$ cat src/design/sync_fifo.sv
`timescale 1ns/1ns
`default_nettype none

module sync_fifo #(
	parameter int WIDTH = 32,
	parameter int DEPTH = 16
) (
	input wire clk_ram,
	input wire trig_rst_arbiter_2x,
	input wire wr_en,
	input wire [WIDTH-1:0] wr_data,
	input wire rd_en,
	output logic [$clog2(DEPTH+1)-1:0] free,
	output logic [WIDTH-1:0] rd_data,
	output logic [$clog2(DEPTH+1)-1:0] count,
	output logic empty
);

	localparam int AW = (DEPTH > 1) ? $clog2(DEPTH) : 1;
	localparam int CW = $clog2(DEPTH + 1);

	logic [WIDTH-1:0] mem [DEPTH];
	logic [AW-1:0] wr_ptr;
	logic [AW-1:0] rd_ptr;
	logic do_wr;
	logic do_rd;

	// Writes to a full FIFO and reads from an empty one are ignored
	assign do_wr = wr_en && (count != DEPTH);
	assign do_rd = rd_en && (count != 0);

	// Storage with registered read port
	always_ff @(posedge clk_ram) begin
		if (do_wr) begin
			mem[wr_ptr] <= wr_data;
		end
		if (do_rd) begin
			rd_data <= mem[rd_ptr];
		end
	end

	// Pointers wrap explicitly for any depth
	always_ff @(posedge clk_ram) begin
		if (trig_rst_arbiter_2x) begin
			wr_ptr <= '0;
			rd_ptr <= '0;
			count <= '0;
		end else begin
			if (do_wr) begin
				wr_ptr <= (wr_ptr == AW'(DEPTH - 1)) ? '0 : wr_ptr + 1'b1;
			end
			if (do_rd) begin
				rd_ptr <= (rd_ptr == AW'(DEPTH - 1)) ? '0 : rd_ptr + 1'b1;
			end
			case ({do_wr, do_rd})
				2'b10: count <= count + 1'b1;
				2'b01: count <= count - 1'b1;
				default: count <= count;
			endcase
		end
	end

	// Writer side view
	assign free = CW'(DEPTH) - count;
	// Reader side view
	assign empty = (count == '0);

endmodule

`default_nettype wire

$ cat config.mk
export PLATFORM = sky130hd
export DESIGN_NAME = sync_fifo
export DESIGN_NICKNAME = d
export VERILOG_FILES = /design/src/design/sync_fifo.sv
export SDC_FILE = /design/constraint.sdc
export NUM_CORES = 1
export LEC_CHECK = 0
export ABC_AREA = 1
export CORE_MARGIN = 4
export CORE_UTILIZATION = 56
export DETAILED_ROUTE_END_ITERATION = 10
export DONT_BUFFER_PORTS = 1
export PLACE_DENSITY = 0.69
export SLEW_MARGIN = 20
export SYNTH_ARGS = -nofsm -noshare
export SYNTH_HDL_FRONTEND = slang
export SYNTH_SLANG_ARGS = --single-unit
export TNS_END_PERCENT = 50
$ cat constraint.sdc
create_clock -name clk_ram -period 4.45 [get_ports clk_ram]
set_input_delay 0 -clock clk_ram [delete_from_list [all_inputs] [get_ports clk_ram]]
set_output_delay 0 -clock clk_ram [all_outputs]
set_load 0.01 [all_outputs]
Word level (Yosys, flattened, before mapping)
Memory sizes are Yosys's and may differ from the RTL's. A register that Yosys moved wholly into a read port is not among the register bits.
Index checks and enable logic that the tools add are counted.
- bits in registers: 13
- memory bits (writable): 512
- input bits: 36
- output and inout bits: 43
- memories kept: 1
- $add $sub $neg: 5
- equality and inequality tests: 5
- multiplexer cells: 5
- reduce and logical (&&, ||, !) cells: 5
- memories (memory ; depth ; width ; rd ports ; clocked after memory_dff ; write ports ; line ; RTL):
    mem ; 16 ; 32 ; 1 ; 1 ; 1 ; 22 ; logic [WIDTH-1:0] mem [DEPTH];
- operators by type and width (cell ; count):
    $pmux W5 S2 ; 1
    $add A4 B1 Y4 const B ; 2
    $eq A4 B4 Y1 const B ; 2
    $mux W4 ; 2
    $add A5 B1 Y5 const B ; 1
    $logic_not A5 Y1 ; 1
    $ne A5 B5 Y1 const B ; 1
    $reduce_bool A5 Y1 ; 1
    $sub A5 B1 Y5 const B ; 1
    $sub A5 B5 Y5 const A ; 1
    $eq A2 B1 Y1 const B ; 1
    $eq A2 B2 Y1 const B ; 1
    $logic_and A1 B1 Y1 ; 2
    $mux W1 ; 2
    $reduce_bool A2 Y1 ; 1

Logic depth before layout (Yosys ltp)
- word-level depth: 4
- depth in mapped cells: 21
- depth with buffers taken out: 20

Least setup slack after synthesis
OpenSTA, ideal clock, no wires.
- path type: reg-to-reg
- start point: register count[0]
- end point: register count[2]
- setup time: 0.115 ns
- arrival time: 4.096 ns
- required time: 4.335 ns
- slack: 0.238 ns
- stages on the path, launching flop included: 18
- clock period less this slack: 4.212 ns
- cells stage by stage: dfxtp_1 inv_1 ha_1 nand2_1 nor2_1 ha_1 nor2_1 ha_1 clkbuf_1 nand2_1 inv_1 nor2_1 ha_1 inv_1 nand2_1 xor2_1 o21ai_0 inv_1
- cells in the longest elaborated chain, start to end: 4
- ends and longest elaborated chain (what ; line ; RTL):
    start, declared ; 15 ; output logic [$clog2(DEPTH+1)-1:0] count,
    start signal, assigned ; 56 ; 2'b10: count <= count + 1'b1;
    start signal, assigned ; 57 ; 2'b01: count <= count - 1'b1;
    start signal, assigned ; 58 ; default: count <= count;
    $reduce_bool A5 Y1 (*) ; 30 ; assign do_rd = rd_en && (count != 0);
    $logic_and A1 B1 Y1 (*) ; 30 ;
    named net do_rd ; 26 ; logic do_rd;
    $eq A2 B1 Y1 / $eq A2 B2 Y1 (equally long branches) ; 55 ; case ({do_wr, do_rd})
    $pmux W5 S2 / $reduce_bool A2 Y1 (equally long branches) ; - ;
The timed path passes the listed nets; every way through them passes the cells marked *.
A chain may end at the register's enable or synchronous reset.

Worst setup path after layout
- start point: register count[0]
- end point: register count[4]
- cells in the longest elaborated chain, start to end: 4
- ends and longest elaborated chain (what):
    parallel branches: the longest is 4 deep, another holds $sub A5 B1 Y5
Several ways; the timed one is not identified.

==> impl_metrics.tcl <==
set metrics [dict create \
    status "finished clean" \
    post-route-min-period_ps 3341 \
    leakagePower_nw 8.187 \
    max_freq_mhz 299.3 \
    syn_to_final_growth_pct 11.44 \
    syn_area_um2 22030 \
    root_buffer "clkbuf_16" \
    mostFrequentLayoutCells "edfxtp_1, nor2_1, o21ai_0, nand2_1, o21ai_1" \
    htree_levels 2 \
    combPwrFrac_pct 18.8 \
    cts_sinks 557 \
    antenna_found_initial 5 \
    synth_sequential_area_ratio_pct 75.32 \
    grt_max_degree 129 \
    fin_util_pct 63.39 \
    place_area_um2 22530 \
    initial_core_util_pct 56.88 \
    crit_path_frequent_cell "inv_1" \
    layout.nets 1791 \
    place_ws_ps 1062 \
    synth_edf_count 544 \
    rsz0062_at_grt "no" \
    cts.path.max_buffers 3 \
    clk_pin_slew_ps 60 \
    io_pins 79 \
    syn_inst 1731 \
    power_switching_w 0.003939 \
    min_period_over_period_pct 75.08 \
    vias 13618 \
    routed_wl_um 52210 \
    relSlewSlack_pct 26.49 \
    numCtsBuffers 54 \
    die_h_um 206.4 \
    crit_chain "inv_1 > ha_1 > nand2_1 > nor2_1 > ha_1 > nor2_1 > inv_1 > ha_1 > nand2_1 > inv_1 > nor2_1 > ha_1 > inv_1 > nand2_1 > nand3_1 > nand3_1 > nand3_1 > nand2_1 > inv_1" \
    async_flop_share_pct 0 \
    grt_pass1_vias 13067 \
    power.total_w 0.01333 \
    cp_slowest_cell "dfxtp_1" \
    viasPerCell 5.900 \
    tightestPinTransition_ps 1100 \
    cts_tree "built" \
    swShare_pct 29.55 \
    internal_power_w 0.009391 \
    yosysWarnings 0 \
    overflow 0 \
    mappedNetlistNets 1778 \
    yosys_most_used_dff "edfxtp_1" \
    crit_path_start_kind "register" \
    drv_slew 0 \
    grt_pass1_wl_um 78600 \
    setup_violations 0 \
    track_usage_pct 24.53 \
    clk_latency_ps 600 \
    drt-initial-drc-count 1548 \
    peakVddDrop_mv 0.4803 \
    dr.pass1.iters 6 \
    arrival_ps 3830 \
    pwr-share-clk_pct 32.8 \
    drc_errors 0 \
    power_density_nw_per_um2 542.9 \
    synthDistinctLibCells 24 \
    mostFrequentLayoutCell "edfxtp_1" \
    setup_ws_ps 1109 \
    final-hold-violation-count 0 \
    wl_per_cell_um 22.62 \
    fin_tns_setup_ps 0 \
    die_x_um 206.4 \
    rows 72 \
    end_kind "register" \
    avgSynthCellArea_um2 12.73 \
    fin_skew_ps 18.91 \
    postCtsSetupBuffers 0 \
    hp-class "in -> reg" \
    fin_area_um2 24550 \
    critPathMaxStageDelay_ps 540 \
    worst-setup-path-type "reg -> reg" \
    core_um2 38740 \
    cap_violations 0 \
    required_ps 4930 \
    crit_fanout 8 \
    dp_hpwl_um 29650 \
    drive_gt1_share_pct 6.495 \
    power_frac_seq_pct 48.4 \
    place.gp.congestion 0.8249 \
    ant_nets 0 \
    numPortBuffers 0 \
    die-area_um2 42580 \
    ys_ff_latch 557 \
]
==> kinds of logic after synthesis <==
| group | count (synthesis) | share of synthesized area, % |
|---|---|---|
| compound gates | 404 | 10.09 |
| xor+xnor | 5 | 0.1988 |
| buf+inv | 168 | 3.515 |
| simple gates | 586 | 10.26 |
| fa+ha+maj | 11 | 0.6246 |
| flops | 557 | 75.32 |
==> cell usage after synthesis, types with 10 or more instances <==
cell      instances  area [um2]
ha_1             11       137.6
o22ai_1          32       200.2
nor2_1          380        1426
edfxtp_1        544       16340
nand2_1         160       600.6
o211ai_1         64       480.5
buf_6            11       123.9
clkbuf_1         56       210.2
dfxtp_1          13       260.3
o21ai_1          85       425.4
o21ai_0         213        1066
inv_1            63       236.5
a21oi_1          10       50.05
buf_2            22       110.1
nand3_1          42       210.2
==> through the flow <==
step	instances	hold slack (ps)
global placement	2172	75.35
detailed placement	2172	81.35
finish	2308	92.49
CTS	2304	78.87
global route	2305	108.8
floorplan	1731	69.07
==> power groups by stage <==
stage / registers [W] / logic (W) / clock network (W)
6_report: 0.00645 / 0.00251 / 0.00437
5_1_grt: 0.00649 / 0.00281 / 0.00464
3_3_place_gp: 0.00656 / 0.00233 / 0
4_1_cts: 0.00646 / 0.00251 / 0.00443
3_5_place_dp: 0.00657 / 0.00239 / 0
2_1_floorplan: 0.00641 / 0.00189 / 0
==> layer usage <==
metal / wire length [um] / global-route usage [%]
met5: 22 / 0
met2: 23700 / 36.87
met3: 4777 / 6.104
met4: 1134 / 6.179
met1: 22570 / 36.57
==> flip-flops by register name, summed over array words and instances, names as in the netlist <==
signal	cells
rd_ptr	4
count	5
wr_ptr	4
mem	512
rd_data	32
==> worst max-delay path: cells and delay by family (launching register included) <==
family,cells,cell delay [ps]
simple gates,10,1180
fa+ha+maj,4,980
buf+inv,5,560
flops,1,540
==> layout make-up <==
class                      count  area, um2
antenna                        4      10.01
timing repair buffer          60      573.1
clock inverter                24      180.2
sequential                   557      16600
clock buffer                  74       1490
inverter                      65      249.0
tap                          518      648.1
fill                        2916      14180
multi-input combinational   1006       4798
==> timing repair <==
action / 4_1_cts / 5_1_grt
endpoints found under the hold margin: 525 / 0
resized for setup: 0 / 0
hold buffers: 34 / 0
==> final timing paths <==
path / to / cells past startpoint / slack [ps] / startpoint
worst max-delay path: count[4] / 19 / 1110 / count[0]
worst min register to register: wr_ptr[2] / 2 / 530 / wr_ptr[2]
worst min-delay path: rd_ptr[0] / 5 / 90 / rd_en
worst max register to register: count[4] / 19 / 1110 / count[0]
(Power assumes the default switching activity.)
