**config.mk**
```make
export PLATFORM = sky130hd
export DESIGN_NAME = flush_tracker
export DESIGN_NICKNAME = d
export VERILOG_FILES = /design/src/design/arbiter_pkg.sv /design/src/design/flush_tracker.sv
export VERILOG_INCLUDE_DIRS = /design/src /design/src/design
export SDC_FILE = /design/constraint.sdc
export NUM_CORES = 1
export LEC_CHECK = 0
export BUFFER_PORTS_ARGS = -buffer_cell sky130_fd_sc_hd__buf_2
export CORE_AREA = 2 2 39 41
export CTS_BUF_LIST = sky130_fd_sc_hd__clkbuf_4 sky130_fd_sc_hd__clkbuf_8
export CTS_CLUSTER_DIAMETER = 200
export CTS_CLUSTER_SIZE = 12
export DETAILED_ROUTE_END_ITERATION = 10
export DIE_AREA = 0 0 41 43
export HOLD_SLACK_MARGIN = 0.06
export MAX_ROUTING_LAYER = met4
export PLACE_DENSITY_LB_ADDON = 0.08
export SETUP_SLACK_MARGIN = 0.05
export SLEW_MARGIN = 20
export SYNTH_ARGS = -nofsm -noshare
export SYNTH_HDL_FRONTEND = slang
export SYNTH_SLANG_ARGS = --single-unit
export TNS_END_PERCENT = 50
```
**constraint.sdc**
```tcl
create_clock -name clk_ram -period 1.5 [get_ports clk_ram]
set_clock_uncertainty 0.15 [all_clocks]
set_input_delay 0.45 -clock clk_ram [delete_from_list [all_inputs] [get_ports clk_ram]]
set_output_delay 0.45 -clock clk_ram [all_outputs]
set_load 0.01 [all_outputs]
```
**src/design/arbiter_params.svh**
```systemverilog
`ifndef ARBITER_PARAMS_SVH
`define ARBITER_PARAMS_SVH

//////////////////////////////////////////////////
// Capture port geometry

`define ARB_NUM_PORTS 2
`define ARB_BEAT_W 128
`define ARB_WORD_W 256
`define ARB_ADDR_W 29
`define ARB_DSIZE_W 10
`define ARB_ASIZE_W 8

//////////////////////////////////////////////////
// Burst shape and FIFO sizing

`define ARB_BEATS_PER_BURST 4
`define ARB_DATA_FIFO_DEPTH 512
// One command per two words
`define ARB_CMD_FIFO_DEPTH (`ARB_DATA_FIFO_DEPTH / 2)
`define ARB_DATA_FREE_MIN 5
`define ARB_CMD_FREE_MIN 2

`endif
```
**src/design/arbiter_pkg.sv**
```systemverilog
`default_nettype none

`include "arbiter_params.svh"

package arbiter_pkg;

	//////////////////////////////////////////////////
	// Plain vector widths

	typedef logic [`ARB_BEAT_W-1:0] beat_t;
	typedef logic [`ARB_WORD_W-1:0] word_t;
	typedef logic [`ARB_ADDR_W-1:0] addr_t;
	typedef logic [`ARB_DSIZE_W-1:0] dsize_t;
	typedef logic [`ARB_ASIZE_W-1:0] asize_t;
	typedef logic [$clog2(`ARB_NUM_PORTS)-1:0] port_idx_t;
	// Fill and free counts of the two internal FIFOs
	typedef logic [$clog2(`ARB_DATA_FIFO_DEPTH+1)-1:0] data_cnt_t;
	typedef logic [$clog2(`ARB_CMD_FIFO_DEPTH+1)-1:0] cmd_cnt_t;

	//////////////////////////////////////////////////
	// Bundles

	// Per-pod queue outputs
	typedef struct packed {
		beat_t data;
		addr_t addr;
		dsize_t data_size;
		asize_t addr_size;
	} client_port_t;

	// Per-pod read strobes
	typedef struct packed {
		logic data_rd;
		logic addr_rd;
	} client_rd_t;

	// Command FIFO entry where cmd 0 is a write
	typedef struct packed {
		logic cmd;
		addr_t addr;
	} cmd_entry_t;

	typedef struct packed {
		addr_t addr;
		logic [2:0] cmd;
		logic en;
	} mig_cmd_t;

	typedef struct packed {
		word_t data;
		logic data_end;
		logic wren;
	} mig_wdf_t;

	typedef enum logic [2:0] {
		IDLE = 3'd0,
		POD_WAIT = 3'd1,
		POD_WAIT2 = 3'd2,
		ARBITER_WAIT = 3'd3,
		DONE = 3'd4
	} flush_state_t;

endpackage

`default_nettype wire

```
**src/design/flush_tracker.sv**
```systemverilog
`timescale 1ns/1ns
`default_nettype none

module flush_tracker (
	input wire clk_ram,
	input wire trig_rst_arbiter_2x,
	input wire flush_arbiter,
	input wire la0_flush_complete,
	input wire la1_flush_complete,
	input wire arbiter_pkg::dsize_t la0_data_size,
	input wire arbiter_pkg::dsize_t la1_data_size,
	input wire fifos_empty,
	input wire arbiter_busy,
	output logic flushing,
	output logic flush_done
);

	arbiter_pkg::flush_state_t state;

	always_ff @(posedge clk_ram) begin
		if (trig_rst_arbiter_2x) begin
			state <= arbiter_pkg::IDLE;
			flushing <= 1'b0;
			flush_done <= 1'b0;
		end else begin
			flush_done <= 1'b0;

			case (state)
				// Wait for a request
				arbiter_pkg::IDLE: begin
					if (flush_arbiter) begin
						state <= arbiter_pkg::POD_WAIT;
						flushing <= 1'b1;
					end
				end

				// Both pods push their channel buffers into the pod queues
				arbiter_pkg::POD_WAIT: begin
					if (la0_flush_complete && la1_flush_complete) begin
						state <= arbiter_pkg::POD_WAIT2;
					end
				end

				// Pod queues drained by the arbiter
				arbiter_pkg::POD_WAIT2: begin
					if ((la0_data_size == '0) && (la1_data_size == '0)) begin
						state <= arbiter_pkg::ARBITER_WAIT;
					end
				end

				// Last burst out of both FIFOs and the issuer
				arbiter_pkg::ARBITER_WAIT: begin
					if (fifos_empty && !arbiter_busy) begin
						state <= arbiter_pkg::DONE;
						flushing <= 1'b0;
						flush_done <= 1'b1;
					end
				end

				// Sticky until reset
				arbiter_pkg::DONE: begin
					state <= arbiter_pkg::DONE;
				end

				default: begin
					state <= arbiter_pkg::IDLE;
				end
			endcase
		end
	end

endmodule

`default_nettype wire

```
Yosys cells after proc, flatten, opt, wreduce, memory -nomap -nowiden
Cells that the tools add are included.
- logic and storage cells: 32
- register bits after elaboration: 5
- output and inout port bits: 2
- input port bits: 27
- eq/ne operators: 8
- mux-type cells: 9
- reductions and logical operators: 11
- bitwise logic cells: 1
- operators by type and width (operator ; count):
    $logic_not 10->1 ; 2
    $pmux 3 s5 ; 1
    $mux 3 ; 4
    $ne 2x2->1 const B ; 4
    $eq 3x2->1 const B ; 2
    $reduce_and 4->1 ; 1
    $eq 3x1->1 const B ; 1
    $eq 3x3->1 const B ; 1
    $logic_and 1x1->1 ; 3
    $logic_not 3->1 ; 1
    $mux 1 ; 3
    $reduce_and 3->1 ; 1
    $pmux 1 s2 ; 1
    $reduce_bool 2->1 ; 1
    $reduce_or 2->1 ; 1
    $logic_not 1->1 ; 1
    $not 1->1 ; 1

Depth between registers and ports, before layout
- word-level depth: 4
- depth in mapped cells: 4
- depth with buffers taken out: 4

Worst setup path after synthesis
OpenSTA, ideal clock, no wires.
- path type: input to register
- from: in la0_data_size[2]
- to: reg state[0]
- required time: 1.276 ns
- slack: -0.049 ns
- stages on the path: 4
- data arrival time: 1.325 ns
- buffers on the path: 0
- setup time: 0.074 ns
- cell sequence: or4_4 nor3_2 o2111ai_1 a31oi_1
- cells in the longest elaborated chain, start to end: 4
- ends and longest elaborated chain (element ; line ; text):
    start: declaration ; flush_tracker.sv:10 ; input wire arbiter_pkg::dsize_t la0_data_size,
    $logic_not 10->1 ; flush_tracker.sv:46 ; if ((la0_data_size == '0) && (la1_data_size == '0)) begin
    $logic_and 1x1->1 ; flush_tracker.sv:46 ;
    $ne 2x2->1 (no source line) ; - ;
    $reduce_and 4->1 (no source line) ; - ;
    end signal: assignment ; flush_tracker.sv:47 ; state <= arbiter_pkg::ARBITER_WAIT;
    end signal: assignment ; flush_tracker.sv:54 ; state <= arbiter_pkg::DONE;
    end signal: assignment ; flush_tracker.sv:62 ; state <= arbiter_pkg::DONE;
    end: declaration ; flush_tracker.sv:18 ; arbiter_pkg::flush_state_t state;
No other way between the ends.
A chain may end at the register's enable or synchronous reset.

Final worst setup path
Ends and elaborated chain as after synthesis.

==> impl_metrics.env <==
export IMPL_r2r_end="state[1]"
export IMPL_io_buffers=28
export IMPL_synthToLayoutAreaGrowth_pct=77.4
export IMPL_avgSynthCellArea_sq_um=7.99
export IMPL_reg2regPathDepth=3
export IMPL_grt_total_usage=0.112
export IMPL_postRouteAntennaNets=0
export IMPL_dieArea_sq_um=1760
export IMPL_path_max_fanout=1
export IMPL_wl_per_cell_um=8.72
export IMPL_yosys_warnings=0
export IMPL_cts_root_buf="clkbuf_4"
export IMPL_antenna_cells=0
export IMPL_maxSlewHeadroom=0.841
export IMPL_status="finished, final reports clean"
export IMPL_max_freq_ghz=0.708
export IMPL_cts_hold_buf=0
export IMPL_min_from="trig_rst_arbiter_2x"
export IMPL_seq_area_frac_synth=0.369
export IMPL_grt_pass1_wl_mm=1.23
export IMPL_fin_crit_ns=1.41
export IMPL_rsz0062_at_grt="true"
export IMPL_ys_flop_type="dfxtp_1"
export IMPL_tns_ns=0
export IMPL_syn_nets=61
export IMPL_worst_pin_slew_ns=0.236
export IMPL_pin_count=29
export IMPL_worstSetupEndpointType="flip-flop"
export IMPL_grt_max_degree=8
export IMPL_cts_sinks=5
export IMPL_powerDensity_nw_per_um2=837
export IMPL_syn_inst=34
export IMPL_nets=95
export IMPL_clk_path_buf_depth=2
export IMPL_drc=0
export IMPL_arrival_ns=1.44
export IMPL_synthDistinctLibCells=17
export IMPL_die_h_um=43
export IMPL_initial_core_util=0.196
export IMPL_path_clk_slew_ns=0.04
export IMPL_cts_htree_levels=1
export IMPL_async_flop_share=0
export IMPL_setup_violations=0
export IMPL_synth_top_cell_area_share=0.369
export IMPL_ff2ff_setup_slack_ns=0.23
export IMPL_gp_congestion=0.797
export IMPL_fin_crit_sh=0.941
export IMPL_drive_gt1_frac=0.537
export IMPL_peakVddDrop_v=0.000223
export IMPL_vias_per_cell=4.61
export IMPL_holdPathEnd="state[0]"
export IMPL_nFillCells=149
export IMPL_yosysTopAreaCell="dfxtp_1"
export IMPL_syn_area_sq_um=272
export IMPL_rows=14
export IMPL_dr_pass1_iters=4
export IMPL_holdPathStages=2
export IMPL_clk_insertion_delay_late_ns=0.24
export IMPL_dp_hpwl_um=644
export IMPL_cts_made_buffers=3
export IMPL_cts_setup_buffers=0
export IMPL_r2r_start="state[0]"
export IMPL_crit_path_start_kind="primary input"
export IMPL_cellLeakagePower_nw=0.226
export IMPL_timing_max_cap_violations=0
export IMPL_die_w_um=41
export IMPL_cts_tree="built"
export IMPL_dpl_cell_area_sq_um=439
export IMPL_synth_edf_count=0
export IMPL_drt_iter0_drc=4
export IMPL_final_hold_viol_count=0
export IMPL_vias=383
export IMPL_core_area_sq_um=1380
export IMPL_grt_pass1_vias=316
export IMPL_wl_um=724
export IMPL_antenna_found_initial=0
export IMPL_slew_violations=0
export IMPL_post_cts_resized=0
export IMPL_crit_required_ns=1.52
export IMPL_fin_area_sq_um=482
export IMPL_critical_path_class="primary input to flip-flop"
export IMPL_hold_path_class="primary input to flip-flop"
export IMPL_synth_area_leaders="dfxtp_1, nor2_1, nor4_1"
export IMPL_gr_total_overflow=0
export IMPL_synth_commonest_cells="dfxtp_1, nor2_1, nand2_1, nand3_1, nor4_1"
export IMPL_yosys_register_bits=5
-- metal layers --
metal / track usage / vias up / share of wire
met2: 0.138 / 21 / 0.48
met5: - / - / 0
met3: 0.0314 / 2 / 0.098
met4: 0.120 / 0 / 0.029
li1: - / 199 / -
met1: 0.131 / 161 / 0.39
-- metrics by stage --
stage                      util  hold slack [ns]  worst slack [ns]  total power [mW]  instances
after global placement    0.317            0.348            -0.149             0.228         79
after global routing      0.348            0.284           0.00882             0.433         83
after CTS                 0.339            0.283            0.0738             0.407         83
final                     0.348            0.279            0.0880             0.403         83
after floorplan               -            0.339           -0.0167             0.182         34
after detailed placement  0.317            0.355            -0.183             0.228         79
-- critical path, cell delays in order --
cell       delay, ns
buf_6           0.09
or4_4           0.53
nor3_4          0.11
o2111ai_1       0.12
a31oi_1         0.14
-- kinds of logic after synthesis --
logic type	count (synthesis)	synth area share
simple gates	23	0.484
flops	5	0.369
compound gates	6	0.147
-- worst max-delay path by stage --
stage / slack, ns / from / endpoint / cells after the start
after floorplan: -0.02 / la0_data_size[2] / state[0] / 4
after global placement: -0.15 / la0_data_size[2] / state[0] / 5
after detailed placement: -0.18 / la0_data_size[2] / state[0] / 5
after CTS: 0.07 / la0_data_size[2] / state[0] / 5
after global routing: 0.009 / la0_data_size[2] / state[0] / 5
final: 0.09 / la0_data_size[2] / state[0] / 5
-- power breakdown --
group / leakage (nW) / total (mW) / switching [mW] / internal (mW)
Sequential: 0.0409 / 0.151 / 0.00928 / 0.142
Combinational: 0.167 / 0.0767 / 0.0305 / 0.0461
Clock: 0.0184 / 0.176 / 0.0569 / 0.119
-- registers in the layout, summed over array words and instances (netlist names) --
signal / flops
flush_done: 1
flushing: 1
state: 3
-- cell type report --
type                    instances  area [sq um]  area share
clock buffers                   4          30.0      0.0623
multi-input cells              29           178       0.369
flip-flops and latches          5           100       0.208
well taps                      16          20.0      0.0416
repair buffers                 29           154       0.319
-- placed cells by master, fill, tap and decap left out, types with 2 or more instances in the layout --
cell type and n:
a31oi_1 2, buf_2 27, clkbuf_4 4, dfxtp_1 5, nand2_1 3, nand2b_1 2
nand3_1 3, nor2_1 5, nor3_1 2, nor4_1 3
(Power assumes the default switching activity.)
