## config.mk

```make
export PLATFORM = sky130hd
export DESIGN_NAME = mig_write_issuer
export DESIGN_NICKNAME = d
export VERILOG_FILES = /design/src/design/arbiter_pkg.sv /design/src/design/mig_write_issuer.sv
export VERILOG_INCLUDE_DIRS = /design/src /design/src/design
export SDC_FILE = /design/constraint.sdc
export NUM_CORES = 1
export LEC_CHECK = 0
export ABC_AREA = 1
export BUFFER_PORTS_ARGS = -buffer_cell sky130_fd_sc_hd__buf_2
export CAP_MARGIN = 30
export CORE_AREA = 2 2 231 233
export CTS_CLUSTER_SIZE = 8
export DETAILED_ROUTE_END_ITERATION = 10
export DIE_AREA = 0 0 233 235
export PLACE_DENSITY = 0.37
export SLEW_MARGIN = 20
export SYNTH_ARGS = -nofsm -noshare
export SYNTH_HDL_FRONTEND = slang
export SYNTH_SLANG_ARGS = --single-unit
```

## constraint.sdc

```tcl
create_clock -name clk_ram -period 6.7 [get_ports clk_ram]
set_input_delay 0 -clock clk_ram [delete_from_list [all_inputs] [get_ports clk_ram]]
set_output_delay 0 -clock clk_ram [all_outputs]
set_load 0.05 [all_outputs]
```

## src/design/arbiter_params.svh

```systemverilog
`ifndef ARBITER_PARAMS_SVH
`define ARBITER_PARAMS_SVH

//////////////////////////////////////////////////
// Capture port geometry

`define ARB_NUM_PORTS 2
`define ARB_BEAT_W 128
`define ARB_WORD_W 256
`define ARB_ADDR_W 29
`define ARB_DSIZE_W 10
`define ARB_ASIZE_W 8

//////////////////////////////////////////////////
// Burst shape and FIFO sizing

`define ARB_BEATS_PER_BURST 4
`define ARB_DATA_FIFO_DEPTH 512
// One command per two words
`define ARB_CMD_FIFO_DEPTH (`ARB_DATA_FIFO_DEPTH / 2)
`define ARB_DATA_FREE_MIN 5
`define ARB_CMD_FREE_MIN 2

`endif
```

## src/design/arbiter_pkg.sv

```systemverilog
`default_nettype none

`include "arbiter_params.svh"

package arbiter_pkg;

	//////////////////////////////////////////////////
	// Plain vector widths

	typedef logic [`ARB_BEAT_W-1:0] beat_t;
	typedef logic [`ARB_WORD_W-1:0] word_t;
	typedef logic [`ARB_ADDR_W-1:0] addr_t;
	typedef logic [`ARB_DSIZE_W-1:0] dsize_t;
	typedef logic [`ARB_ASIZE_W-1:0] asize_t;
	typedef logic [$clog2(`ARB_NUM_PORTS)-1:0] port_idx_t;
	// Fill and free counts of the two internal FIFOs
	typedef logic [$clog2(`ARB_DATA_FIFO_DEPTH+1)-1:0] data_cnt_t;
	typedef logic [$clog2(`ARB_CMD_FIFO_DEPTH+1)-1:0] cmd_cnt_t;

	//////////////////////////////////////////////////
	// Bundles

	// Per-pod queue outputs
	typedef struct packed {
		beat_t data;
		addr_t addr;
		dsize_t data_size;
		asize_t addr_size;
	} client_port_t;

	// Per-pod read strobes
	typedef struct packed {
		logic data_rd;
		logic addr_rd;
	} client_rd_t;

	// Command FIFO entry where cmd 0 is a write
	typedef struct packed {
		logic cmd;
		addr_t addr;
	} cmd_entry_t;

	typedef struct packed {
		addr_t addr;
		logic [2:0] cmd;
		logic en;
	} mig_cmd_t;

	typedef struct packed {
		word_t data;
		logic data_end;
		logic wren;
	} mig_wdf_t;

	typedef enum logic [2:0] {
		IDLE = 3'd0,
		POD_WAIT = 3'd1,
		POD_WAIT2 = 3'd2,
		ARBITER_WAIT = 3'd3,
		DONE = 3'd4
	} flush_state_t;

endpackage

`default_nettype wire

```

## src/design/mig_write_issuer.sv

```systemverilog
`timescale 1ns/1ns
`default_nettype none

module mig_write_issuer (
	input wire clk_ram,
	input wire trig_rst_arbiter_2x,
	input wire arbiter_pkg::cmd_entry_t cmd_rd_data,
	input wire cmd_empty,
	input wire arbiter_pkg::word_t data_rd_data,
	input wire arbiter_pkg::data_cnt_t data_count,
	input wire app_rdy,
	input wire app_wdf_rdy,
	output logic cmd_rd_en,
	output logic data_rd_en,
	output arbiter_pkg::mig_cmd_t mig_cmd,
	output arbiter_pkg::mig_wdf_t mig_wdf,
	output logic pending
);

	logic pop;
	logic load;
	logic phase;
	logic wdf_accept;

	//////////////////////////////////////////////////
	// FIFO pops

	// One command plus both of its words must be on hand
	assign pop = !cmd_empty && (data_count >= 2) && app_rdy && app_wdf_rdy && !pending;
	assign cmd_rd_en = pop;
	// Second word is fetched right after the first
	// and waits in the FIFO read register
	assign data_rd_en = pop || load;

	// Busy from the read-data cycle until both outputs are delivered
	assign pending = load || mig_cmd.en || mig_wdf.wren;

	assign wdf_accept = mig_wdf.wren && app_wdf_rdy;

	//////////////////////////////////////////////////
	// Controller outputs

	always_ff @(posedge clk_ram) begin
		// Payload moves only on load or on acceptance of the first word
		if (load) begin
			mig_cmd.addr <= cmd_rd_data.addr;
			mig_cmd.cmd <= {2'b00, cmd_rd_data.cmd};
			mig_wdf.data <= data_rd_data;
		end else if (wdf_accept && !phase) begin
			mig_wdf.data <= data_rd_data;
		end

		if (trig_rst_arbiter_2x) begin
			load <= 1'b0;
			phase <= 1'b0;
			mig_cmd.en <= 1'b0;
			mig_wdf.wren <= 1'b0;
			mig_wdf.data_end <= 1'b0;
		end else begin
			// FIFO read data is valid one cycle after the pop
			load <= pop;

			// Command drops once the controller takes it
			if (mig_cmd.en && app_rdy) begin
				mig_cmd.en <= 1'b0;
			end

			// First accepted word swaps in the second with end set
			// second accepted word closes the burst
			if (wdf_accept) begin
				phase <= !phase;
				mig_wdf.data_end <= !phase;
				mig_wdf.wren <= !phase;
			end

			if (load) begin
				mig_cmd.en <= 1'b1;
				mig_wdf.wren <= 1'b1;
				mig_wdf.data_end <= 1'b0;
				phase <= 1'b0;
			end
		end
	end

endmodule

`default_nettype wire

```

# Yosys cells after proc, flatten, opt, wreduce, memory -nomap -nowiden

Cells that the tools add are included.

Reduce and logical (&&, ||, !) cells: 17
$lt $le $gt $ge: 1
Multiplexer cells: 6

Operator list:

| kind                                                                                  | number |
|---|---|
| 256-bit two-way mux                                                                   | 2 |
| 10-bit by 2-bit greater-or-equal comparator with 1-bit output (second input constant) | 1 |
| 1-bit logical AND                                                                     | 7 |
| 2-bit nonzero test                                                                    | 3 |
| 1-bit two-way mux                                                                     | 4 |
| 1-bit logical NOT                                                                     | 3 |
| 1-bit logical OR                                                                      | 3 |
| 2-bit OR reduction                                                                    | 1 |

Flip-flop bits (word level): 290
Input port bits: 301

# Depth between registers and ports, before layout

Gate-level depths: netlist of run 1.

Word-level depth: 6
Depth in mapped cells: 5
Gate-level depth less buffers: 5

# Least setup slack after synthesis of run 1

No wires, ideal clock.

Path type: register to register
From: register load
To: register mig_wdf[100] (netlist name) (enable)
Stages on the path, launching flop included: 3
Arrival: 6103 ps
Clock period less this slack: 6709 ps
Setup slack: -9 ps
Setup time: 606 ps
Required time: 6094 ps
Cell sequence: dfxtp_1 -> a31oi_1 -> inv_1

Cells in the longest elaborated chain, start to end: 1

Ends and longest elaborated chain:

| what                         | RTL line               | RTL |
|---|---|---|
| start, declared              | mig_write_issuer.sv:21 | `logic load;` |
| start signal, assigned       | mig_write_issuer.sv:61 | `load <= pop;` |
| 2-bit nonzero test (no line) | -                      |  |
| end, declared                | mig_write_issuer.sv:16 | `output arbiter_pkg::mig_wdf_t mig_wdf,` |

Every way passes these cells.
A chain may end at the register's enable or synchronous reset.

# Final worst setup path of run 1

From: register load
To: register mig_wdf[194] (netlist name) (enable)

Same word-level chain as after synthesis.

==> flow_summary.toml, run 1 <==
[setup_path]
r2r_cells = 6
startpoint_type = "register"
r2r_setup_slack_ns = 4.24
critPathCaptureType = "register"
cp_max_fo = 41
crit_type = "register to register"
timing.rr.start = "load"
worstReg2RegEnd = "mig_wdf[194]"
worst_ep_arrival_time_ns = 2.68
worst-endpoint-required_ns = 6.92

[layout]
seqCellArea_mm2 = 0.008668
synthToLayoutAreaGrowth_pct = 90.24
stdcell_count = 1954
n_antenna_cell = 0
drive_gt1_share_pct = 51.58
fillers = 5184
multi_input_area_um2 = 132.6
fin_nets = 1553

[floorplanning]
die_w_um = 233
core_area_mm2 = 0.05224
die_height_um = 235
initial_core_util_pct = 16.94
ios = 595
placementRows = 84
die-area_mm2 = 0.05476

[timing]
timing.hold.ws_ns = 0.1631
finalSetupViolCount = 0
setup_slack_ns = 4.236
timing.setup.tns_ns = 0
finalClockSkew_ns = 0.02069
post-route-period-util_pct = 36.78
max_clock_freq_mhz = 405.8
worst_slew_pin_slew_ns = 0.9077
maxSlewViolCount = 0
period_minus_slack_ns = 2.464
rsz0062_at_grt = "false"
hold_viol = 0
slew_headroom_pct = 39.49

[clock_tree]
clkTransAtPathRegs_ns = 0.05
clk_latency_ns = 0.54
cts_setup_buffers = 0
cts_hold_buf = 290
cts_resized = 0
h-tree-depth = 2
cts_tree = "done"
clockBufferDepth = 3
cts_root_buf = "clkbuf_16"
numCtsBuffers = 43
clock_sinks = 290

[hold_path]
hold_end = "mig_wdf[130]"
min_from = "data_rd_data[128]"
min_path_type = "input port to register"
hold_depth = 2

[synth]
synth_flop_cell = "edfxtp_1"
synth_edf_count = 286
syn_avg_cell_area_um2 = 27.39
synth.distinct_cells = 17
yosys-top-cells-count = "edfxtp_1 (286), nand2_1 (6), inv_1 (5), nor2_1 (5), dfxtp_1 (4)"
synth_top_area_cell = "edfxtp_1"
ys_ff_latch = 290
yosysMostFrequentCell = "edfxtp_1"
synth_top_area_share_pct = 97.06
synth_cells = 323
synth_area_leaders = "edfxtp_1 (97%), dfxtp_1 (0.90%), buf_4 (0.25%), nand2_1 (0.25%), nand3b_4 (0.23%)"
synth_area_mm2 = 0.008848
yosys_warnings = 0
async_flop_share_pct = 0
ys_seq_area_share_pct = 97.96

[detailed_routing]
firstDrtPassIters = 4
ant_nets = 0
dr.first_iter.drc_count = 228
vias_per_cell = 3.444
wl_per_cell_um = 15.57
wirelength_um = 30420
drc = 0
vias = 6730

[grt]
grt_max_degree = 149
grt_pass1_wl_um = 43260
grt.overflow.total = 0
antenna_found_initial = 3
grt_pass1_vias = 7632
grt.total_usage_pct = 10.55

[run]
cap_violations = 0

[power_and_ir_drop]
p_leak_uw = 0.006895
power.density_mw_per_mm2 = 270.4
total_power_uw = 4552
ir_worst_vdd_v = 0.0001761

[place]
gp_congestion = 0.7353
dp.cells = 1604
port_buffers = 591
dp_hpwl_um = 21140
post-place-ws_ns = 4.043

[status]
status = "finished, final reports clean"
-- report_power, final --
part	internal [uW]	leakage (uW)	total [uW]	switching, uW
logic	207	0.00367	491	284
registers	2060	0.00264	2070	11.9
clock network	1230	0.000586	1990	761
-- critical path: stages, from the launching register on --
cell	delay [ns]
dfxtp_1	0.30
buf_4	0.39
a31oi_1	0.17
clkinvlp_4	0.28
buf_12	0.23
buf_4	0.43
buf_12	0.30
-- worst max path at each step --
stage,startpoint,endpoint,slack [ns]
6_report,load,mig_wdf[194],4.24
5_1_grt,load,mig_wdf[194],4.02
4_1_cts,load,mig_wdf[81],4.02
3_5_place_dp,load,mig_wdf[108],4.04
3_3_place_gp,load,mig_wdf[112],3.65
2_1_floorplan,load,mig_wdf[100],1.31
-- final cells by class --
class                   count  area share, %
inverters                   7         0.1933
repair buffers            886          35.26
clock inverters             7         0.5575
flip-flops and latches    290          51.49
clock buffers              52          6.593
well taps                 688          5.114
multi-input cells          24         0.7879
-- metal layers --
metal  track usage, %  wire length (um)
met1            10.13             10630
met2            19.63             15880
met3            4.272              2916
met4            4.420               950
met5                0                45
-- per-stage QoR --
stage / util [%] / instance area, um^2
final: 32.23 / 16830
after global placement: 24.29 / 12690
after CTS: 32.19 / 16810
after detailed placement: 24.33 / 12710
after global routing: 32.23 / 16830
after floorplan: - / 8856
-- flip-flops by register name (all words and copies together) (netlist names) --
register  flops
mig_wdf     257
phase         1
load          1
mig_cmd      31
-- cell families (layout without fill, tap and decap cells) --
logic type | Yosys count | count (layout) | synth area share (%)
buffers and inverters | 10 | 952 | 0.5798
XOR/XNOR | 1 | 1 | 0.09900
other | 1 | 2 | 0.04238
flip-flops | 290 | 290 | 97.96
AND/OR/NAND/NOR | 17 | 17 | 1.032
AO/OA/AOI/OAI | 4 | 4 | 0.2829
-- cells in the final DEF (no fill, tap or decap), types with 2 or more instances in the layout --
cell type        n
nand2_1          6
inv_6            3
a21oi_1          2
nor2_2           3
inv_1            4
bufinv_16        2
clkinv_1         2
buf_4            2
clkbuf_1         9
edfxtp_1       286
dfxtp_1          4
dlygate4sd3_1  290
conb_1           2
buf_2          591
clkbuf_16       43
nor2_1           5
buf_12           3
(Power assumes the default switching activity.)
==> inputs of run 2 (changes only) <==
CORE_AREA = 2 2 232 234   (was 2 2 231 233)
DIE_AREA = 0 0 234 236   (was 0 0 233 235)
PLACE_DENSITY = 0.35   (was 0.37)
clock period = 2.5 ns   (was 6.7 ns; I/O delays follow)
==> run 2 against run 1 <==
Against the previous run: via count is 0.64% lower; first-iteration DRC count is 14% lower; sequential share of layout area shrank 0.055 points; power rose to 2.6 times the previous value; sequential power rose to 2.7 times the previous value; clock-buffer cell count fell by 2; die area up 0.86%.
==> flow_summary.toml, run 2 (synthesis gave the netlist of run 1 again) <==
[status]
status = "finished, final reports clean"

[setup_path]
worst_ep_arrival_time_ns = 1.84
crit_type = "register to output pin"
worstReg2RegEnd = "mig_wdf[207]"
startpoint_type = "register"
critPathCaptureType = "output pin"
r2r_setup_slack_ns = 0.67
crit_path_end = "data_rd_en"
r2r_cells = 5
cp_max_fo = 31
timing.rr.start = "phase"
cp-startpoint = "load"
worst-endpoint-required_ns = 2.50

[detailed_routing]
dr.first_iter.drc_count = 195
wl_per_cell_um = 15.56
vias_per_cell = 3.408
firstDrtPassIters = 4
vias = 6687
wirelength_um = 30520
drc = 0
ant_nets = 0

[floorplanning]
initial_core_util_pct = 16.67
ios = 595
core_area_mm2 = 0.05307
die_w_um = 234
placementRows = 85
die_height_um = 236
die-area_mm2 = 0.05522

[layout]
synthToLayoutAreaGrowth_pct = 90.55
fillers = 5344
final_common_cell = "buf_2"
drive_gt1_share_pct = 52.09
fin_nets = 1558
largest_register_ff_count = 257
final_cell_mix = "buf_2 (591), dlygate4sd3_1 (290), edfxtp_1 (286), clkbuf_16 (43)"
design_area_mm2 = 0.01686
largest_register = "mig_wdf"
utilization_pct = 31.77
top_regs = "mig_wdf x257, mig_cmd x31"

[place]
gp_congestion = 0.7608
dp_hpwl_um = 22140
placed_cell_area_mm2 = 0.01281
port_buffers = 591
post-place-ws_ns = 0.5882

[clock_tree]
clockBufferDepth = 3
clkTransAtPathRegs_ns = 0.05
numCtsBuffers = 42
cts_setup_buffers = 0
cts_tree = "done"
h-tree-depth = 2
clk_latency_ns = 0.53
cts_resized = 0
clock_sinks = 290
cts_hold_buf = 290
cts_root_buf = "clkbuf_16"

[timing]
hold_viol = 0
max_clock_freq_mhz = 543.4
maxSlewViolCount = 0
finalClockSkew_ns = 0.008575
setup_slack_ns = 0.6599
finalSetupViolCount = 0
period_minus_slack_ns = 1.840
post-route-period-util_pct = 73.60
timing.hold.ws_ns = 0.1704
rsz0062_at_grt = "false"

[power_and_ir_drop]
p_clk_share_pct = 42.6
seqPwrFrac_pct = 46.3
switchingPower_uw = 2761
total_power_uw = 12000
p_leak_uw = 0.006905
ir_worst_vdd_v = 0.0004814
power.density_mw_per_mm2 = 711.4
swShare_pct = 23.02
internal_power_uw = 9234
pwr-share-comb_pct = 11.0

[grt]
grt_pass1_vias = 7374
grt_max_degree = 68
antenna_found_initial = 2
grt.total_usage_pct = 10.48
grt.overflow.total = 0
grt_pass1_wl_um = 43140

[hold_path]
min_path_type = "input port to register"

[run]
cap_violations = 0
-- run 2: worst min-delay path by stage --
stage                             start            to  slack, ns  cells past startpoint
global route            cmd_rd_data[18]   mig_cmd[22]       0.14                      2
floorplan           trig_rst_arbiter_2x          load       0.06                      1
finish                   cmd_rd_data[7]   mig_cmd[11]       0.17                      2
detailed placement     data_rd_data[17]   mig_wdf[19]       0.18                      1
global placement      data_rd_data[132]  mig_wdf[134]       0.18                      1
CTS                      cmd_rd_data[7]   mig_cmd[11]       0.12                      2
-- run 2: cell type report --
type | instances | area, um^2 | share of cell area [%]
clock inverters | 2 | 38.79 | 0.2300
multi-input cells | 24 | 147.6 | 0.8756
clock buffers | 50 | 1102 | 6.538
inverters | 7 | 32.53 | 0.1929
diodes | 1 | 2.502 | 0.01484
well taps | 696 | 870.8 | 5.165
flip-flops and latches | 290 | 8673 | 51.44
repair buffers | 892 | 5993 | 35.54
-- run 2: stage by stage --
step	setup TNS (ns)	cells
final	0	1962
after global routing	0	1962
after CTS	0	1961
after detailed placement	0	1619
after global placement	0	1619
after floorplan	-610.06	324
-- run 2: critical path, cell delays in order, from the launching register on --
cell and delay [ns]:
dfxtp_4 0.35, buf_4 0.38, inv_4 0.07, nand2_2 0.09
nor2_2 0.04, o21ai_2 0.07, nand2_1 0.08, buf_2 0.22
-- run 2: layer usage --
metal / wire, um / track usage [%]
met1: 10980 / 10.62
met2: 15800 / 19.18
met3: 2822 / 3.941
met4: 907 / 4.066
met5: 11 / 0
-- run 2: power by group through the flow --
stage / Sequential (uW) / Clock [uW] / Combinational, uW
after global routing: 5560 / 5500 / 1400
after CTS: 5560 / 5320 / 1340
after floorplan: 6130 / 0 / 85.2
final: 5560 / 5110 / 1320
after detailed placement: 5650 / 0 / 970
after global placement: 5650 / 0 / 966
==> inputs of run 3 (changes only) <==
clock period = 1.8 ns   (was 2.5 ns; I/O delays follow)
==> run 3 against run 2 <==
Against the previous run: final cell count up 0.20%; sequential share of layout area down 0.24 points; clock skew up 0.0012 ns; largest cell class unchanged; die area unchanged; sequential power up 39%; via count up 0.63%; clock-buffer cell count up 1; sequential cell count unchanged; cell area up 0.46%; hold slack better by 0.0024 ns; clock power up 36%.
==> flow_summary.toml, run 3 (synthesis gave the netlist of run 1 again) <==
[status]
status = "finished, final reports clean"

[floorplanning]
initial_core_util_pct = 16.67
die-area_mm2 = 0.05522
die_w_um = 234
die_height_um = 236
core_area_mm2 = 0.05307
placementRows = 85
ios = 595

[layout]
fillers = 5308
fin_nets = 1561
final_common_cell = "buf_2"
top_regs = "mig_wdf x257, mig_cmd x31"
synthToLayoutAreaGrowth_pct = 91.43
largest_register = "mig_wdf"
largest_register_ff_count = 257
drive_gt1_share_pct = 52.17
stdcell_count = 1966
final_cell_mix = "buf_2 (589), dlygate4sd3_1 (290), edfxtp_1 (286), clkbuf_16 (43), buf_12 (9)"

[timing]
timing.hold.ws_ns = 0.1728
maxSlewViolCount = 0
finalClockSkew_ns = 0.009824
post-route-period-util_pct = 92.37
finalSetupViolCount = 0
hold_viol = 0
rsz0062_at_grt = "false"
max_clock_freq_mhz = 601.4
period_minus_slack_ns = 1.663

[place]
dp.cells = 1622
dp_hpwl_um = 22180
gp_congestion = 0.7588
port_buffers = 591

[clock_tree]
clockBufferDepth = 3
h-tree-depth = 2
cts_root_buf = "clkbuf_16"
clk_latency_ns = 0.53
cts_setup_buffers = 0
cts_tree = "done"
clock_sinks = 290
clkTransAtPathRegs_ns = 0.05
numCtsBuffers = 42

[detailed_routing]
vias = 6729
dr.first_iter.drc_count = 199
vias_per_cell = 3.423
ant_nets = 0
firstDrtPassIters = 4
wirelength_um = 30150
drc = 0
wl_per_cell_um = 15.34

[setup_path]
worst-endpoint-required_ns = 1.80
critPathCaptureType = "output pin"
startpoint_type = "register"
crit_type = "register to output pin"
r2r_setup_slack_ns = 0.26
worst_ep_arrival_time_ns = 1.66
cp_max_fo = 31

[grt]
grt.overflow.total = 0
antenna_found_initial = 1
grt_max_degree = 38
grt_pass1_wl_um = 43090
grt_pass1_vias = 7475
grt.total_usage_pct = 10.33

[hold_path]
min_path_type = "input port to register"

[power_and_ir_drop]
ir_worst_vdd_v = 0.0006701
power.density_mw_per_mm2 = 976.6
p_leak_uw = 0.006930

[run]
cap_violations = 0
-- run 3: worst paths after layout --
check / to / start / cells after the start
max: cmd_rd_en / load / 7
min: mig_wdf[128] / data_rd_data[126] / 2
min reg2reg: mig_cmd[0] / mig_cmd[0] / 2
max reg2reg: load / load / 7
-- run 3: power by group --
part	internal (uW)	leakage, uW	total (uW)	switching, uW
Clock	4270	0.000551	6960	2690
Sequential	7670	0.00264	7720	45.4
Combinational	800	0.00374	1860	1060
Total	12700	0.00693	16500	3800
-- run 3: what timing repair did --
item / 4_1_cts / 5_1_grt
setup endpoints to repair: 2 / 2
hold buffers: 290 / 0
endpoints found under the hold margin: 290 / 0
gates resized for setup: 2 / 3
-- run 3: per-stage QoR --
step | util [%] | setup slack [ns] | TNS (ns) | total power, uW | cell area, um^2
4_1_cts | 31.89 | 0.009287 | 0 | 16880 | 16930
2_1_floorplan | - | -3.083 | -789.26 | 8631 | 8876
3_3_place_gp | 24.28 | 0.3446 | 0 | 9202 | 12890
5_1_grt | 31.92 | 0.02588 | 0 | 17230 | 16940
6_report | 31.92 | 0.1373 | 0 | 16540 | 16940
3_5_place_dp | 24.28 | 0.3345 | 0 | 9206 | 12890
-- run 3: cell type report --
type / count / area (um^2) / share of cell area, %
antenna: 1 / 2.502 / 0.01477
tap: 696 / 870.8 / 5.141
inverter: 7 / 32.53 / 0.1921
clock buffer: 51 / 1116 / 6.589
timing repair buffer: 895 / 6083 / 35.91
sequential: 290 / 8673 / 51.20
multi-input combinational: 24 / 147.6 / 0.8716
clock inverter: 2 / 12.51 / 0.07387
-- run 3: metal layers --
metal / part of all wire [%] / GRT usage, % / vias to the layer above
li1: - / - / 3149
met1: 35 / 10.28 / 3164
met2: 52 / 19.03 / 359
met3: 9.6 / 4.001 / 57
met4: 3.0 / 4.028 / 0
met5: 0 / 0 / -
-- run 3: critical path, stage by stage, from the launching register on --
cell      delay, ns
dfxtp_4        0.35
buf_12         0.17
inv_4          0.08
nand2_2        0.06
nor2_2         0.11
o21ai_2        0.08
inv_1          0.06
clkbuf_4       0.22
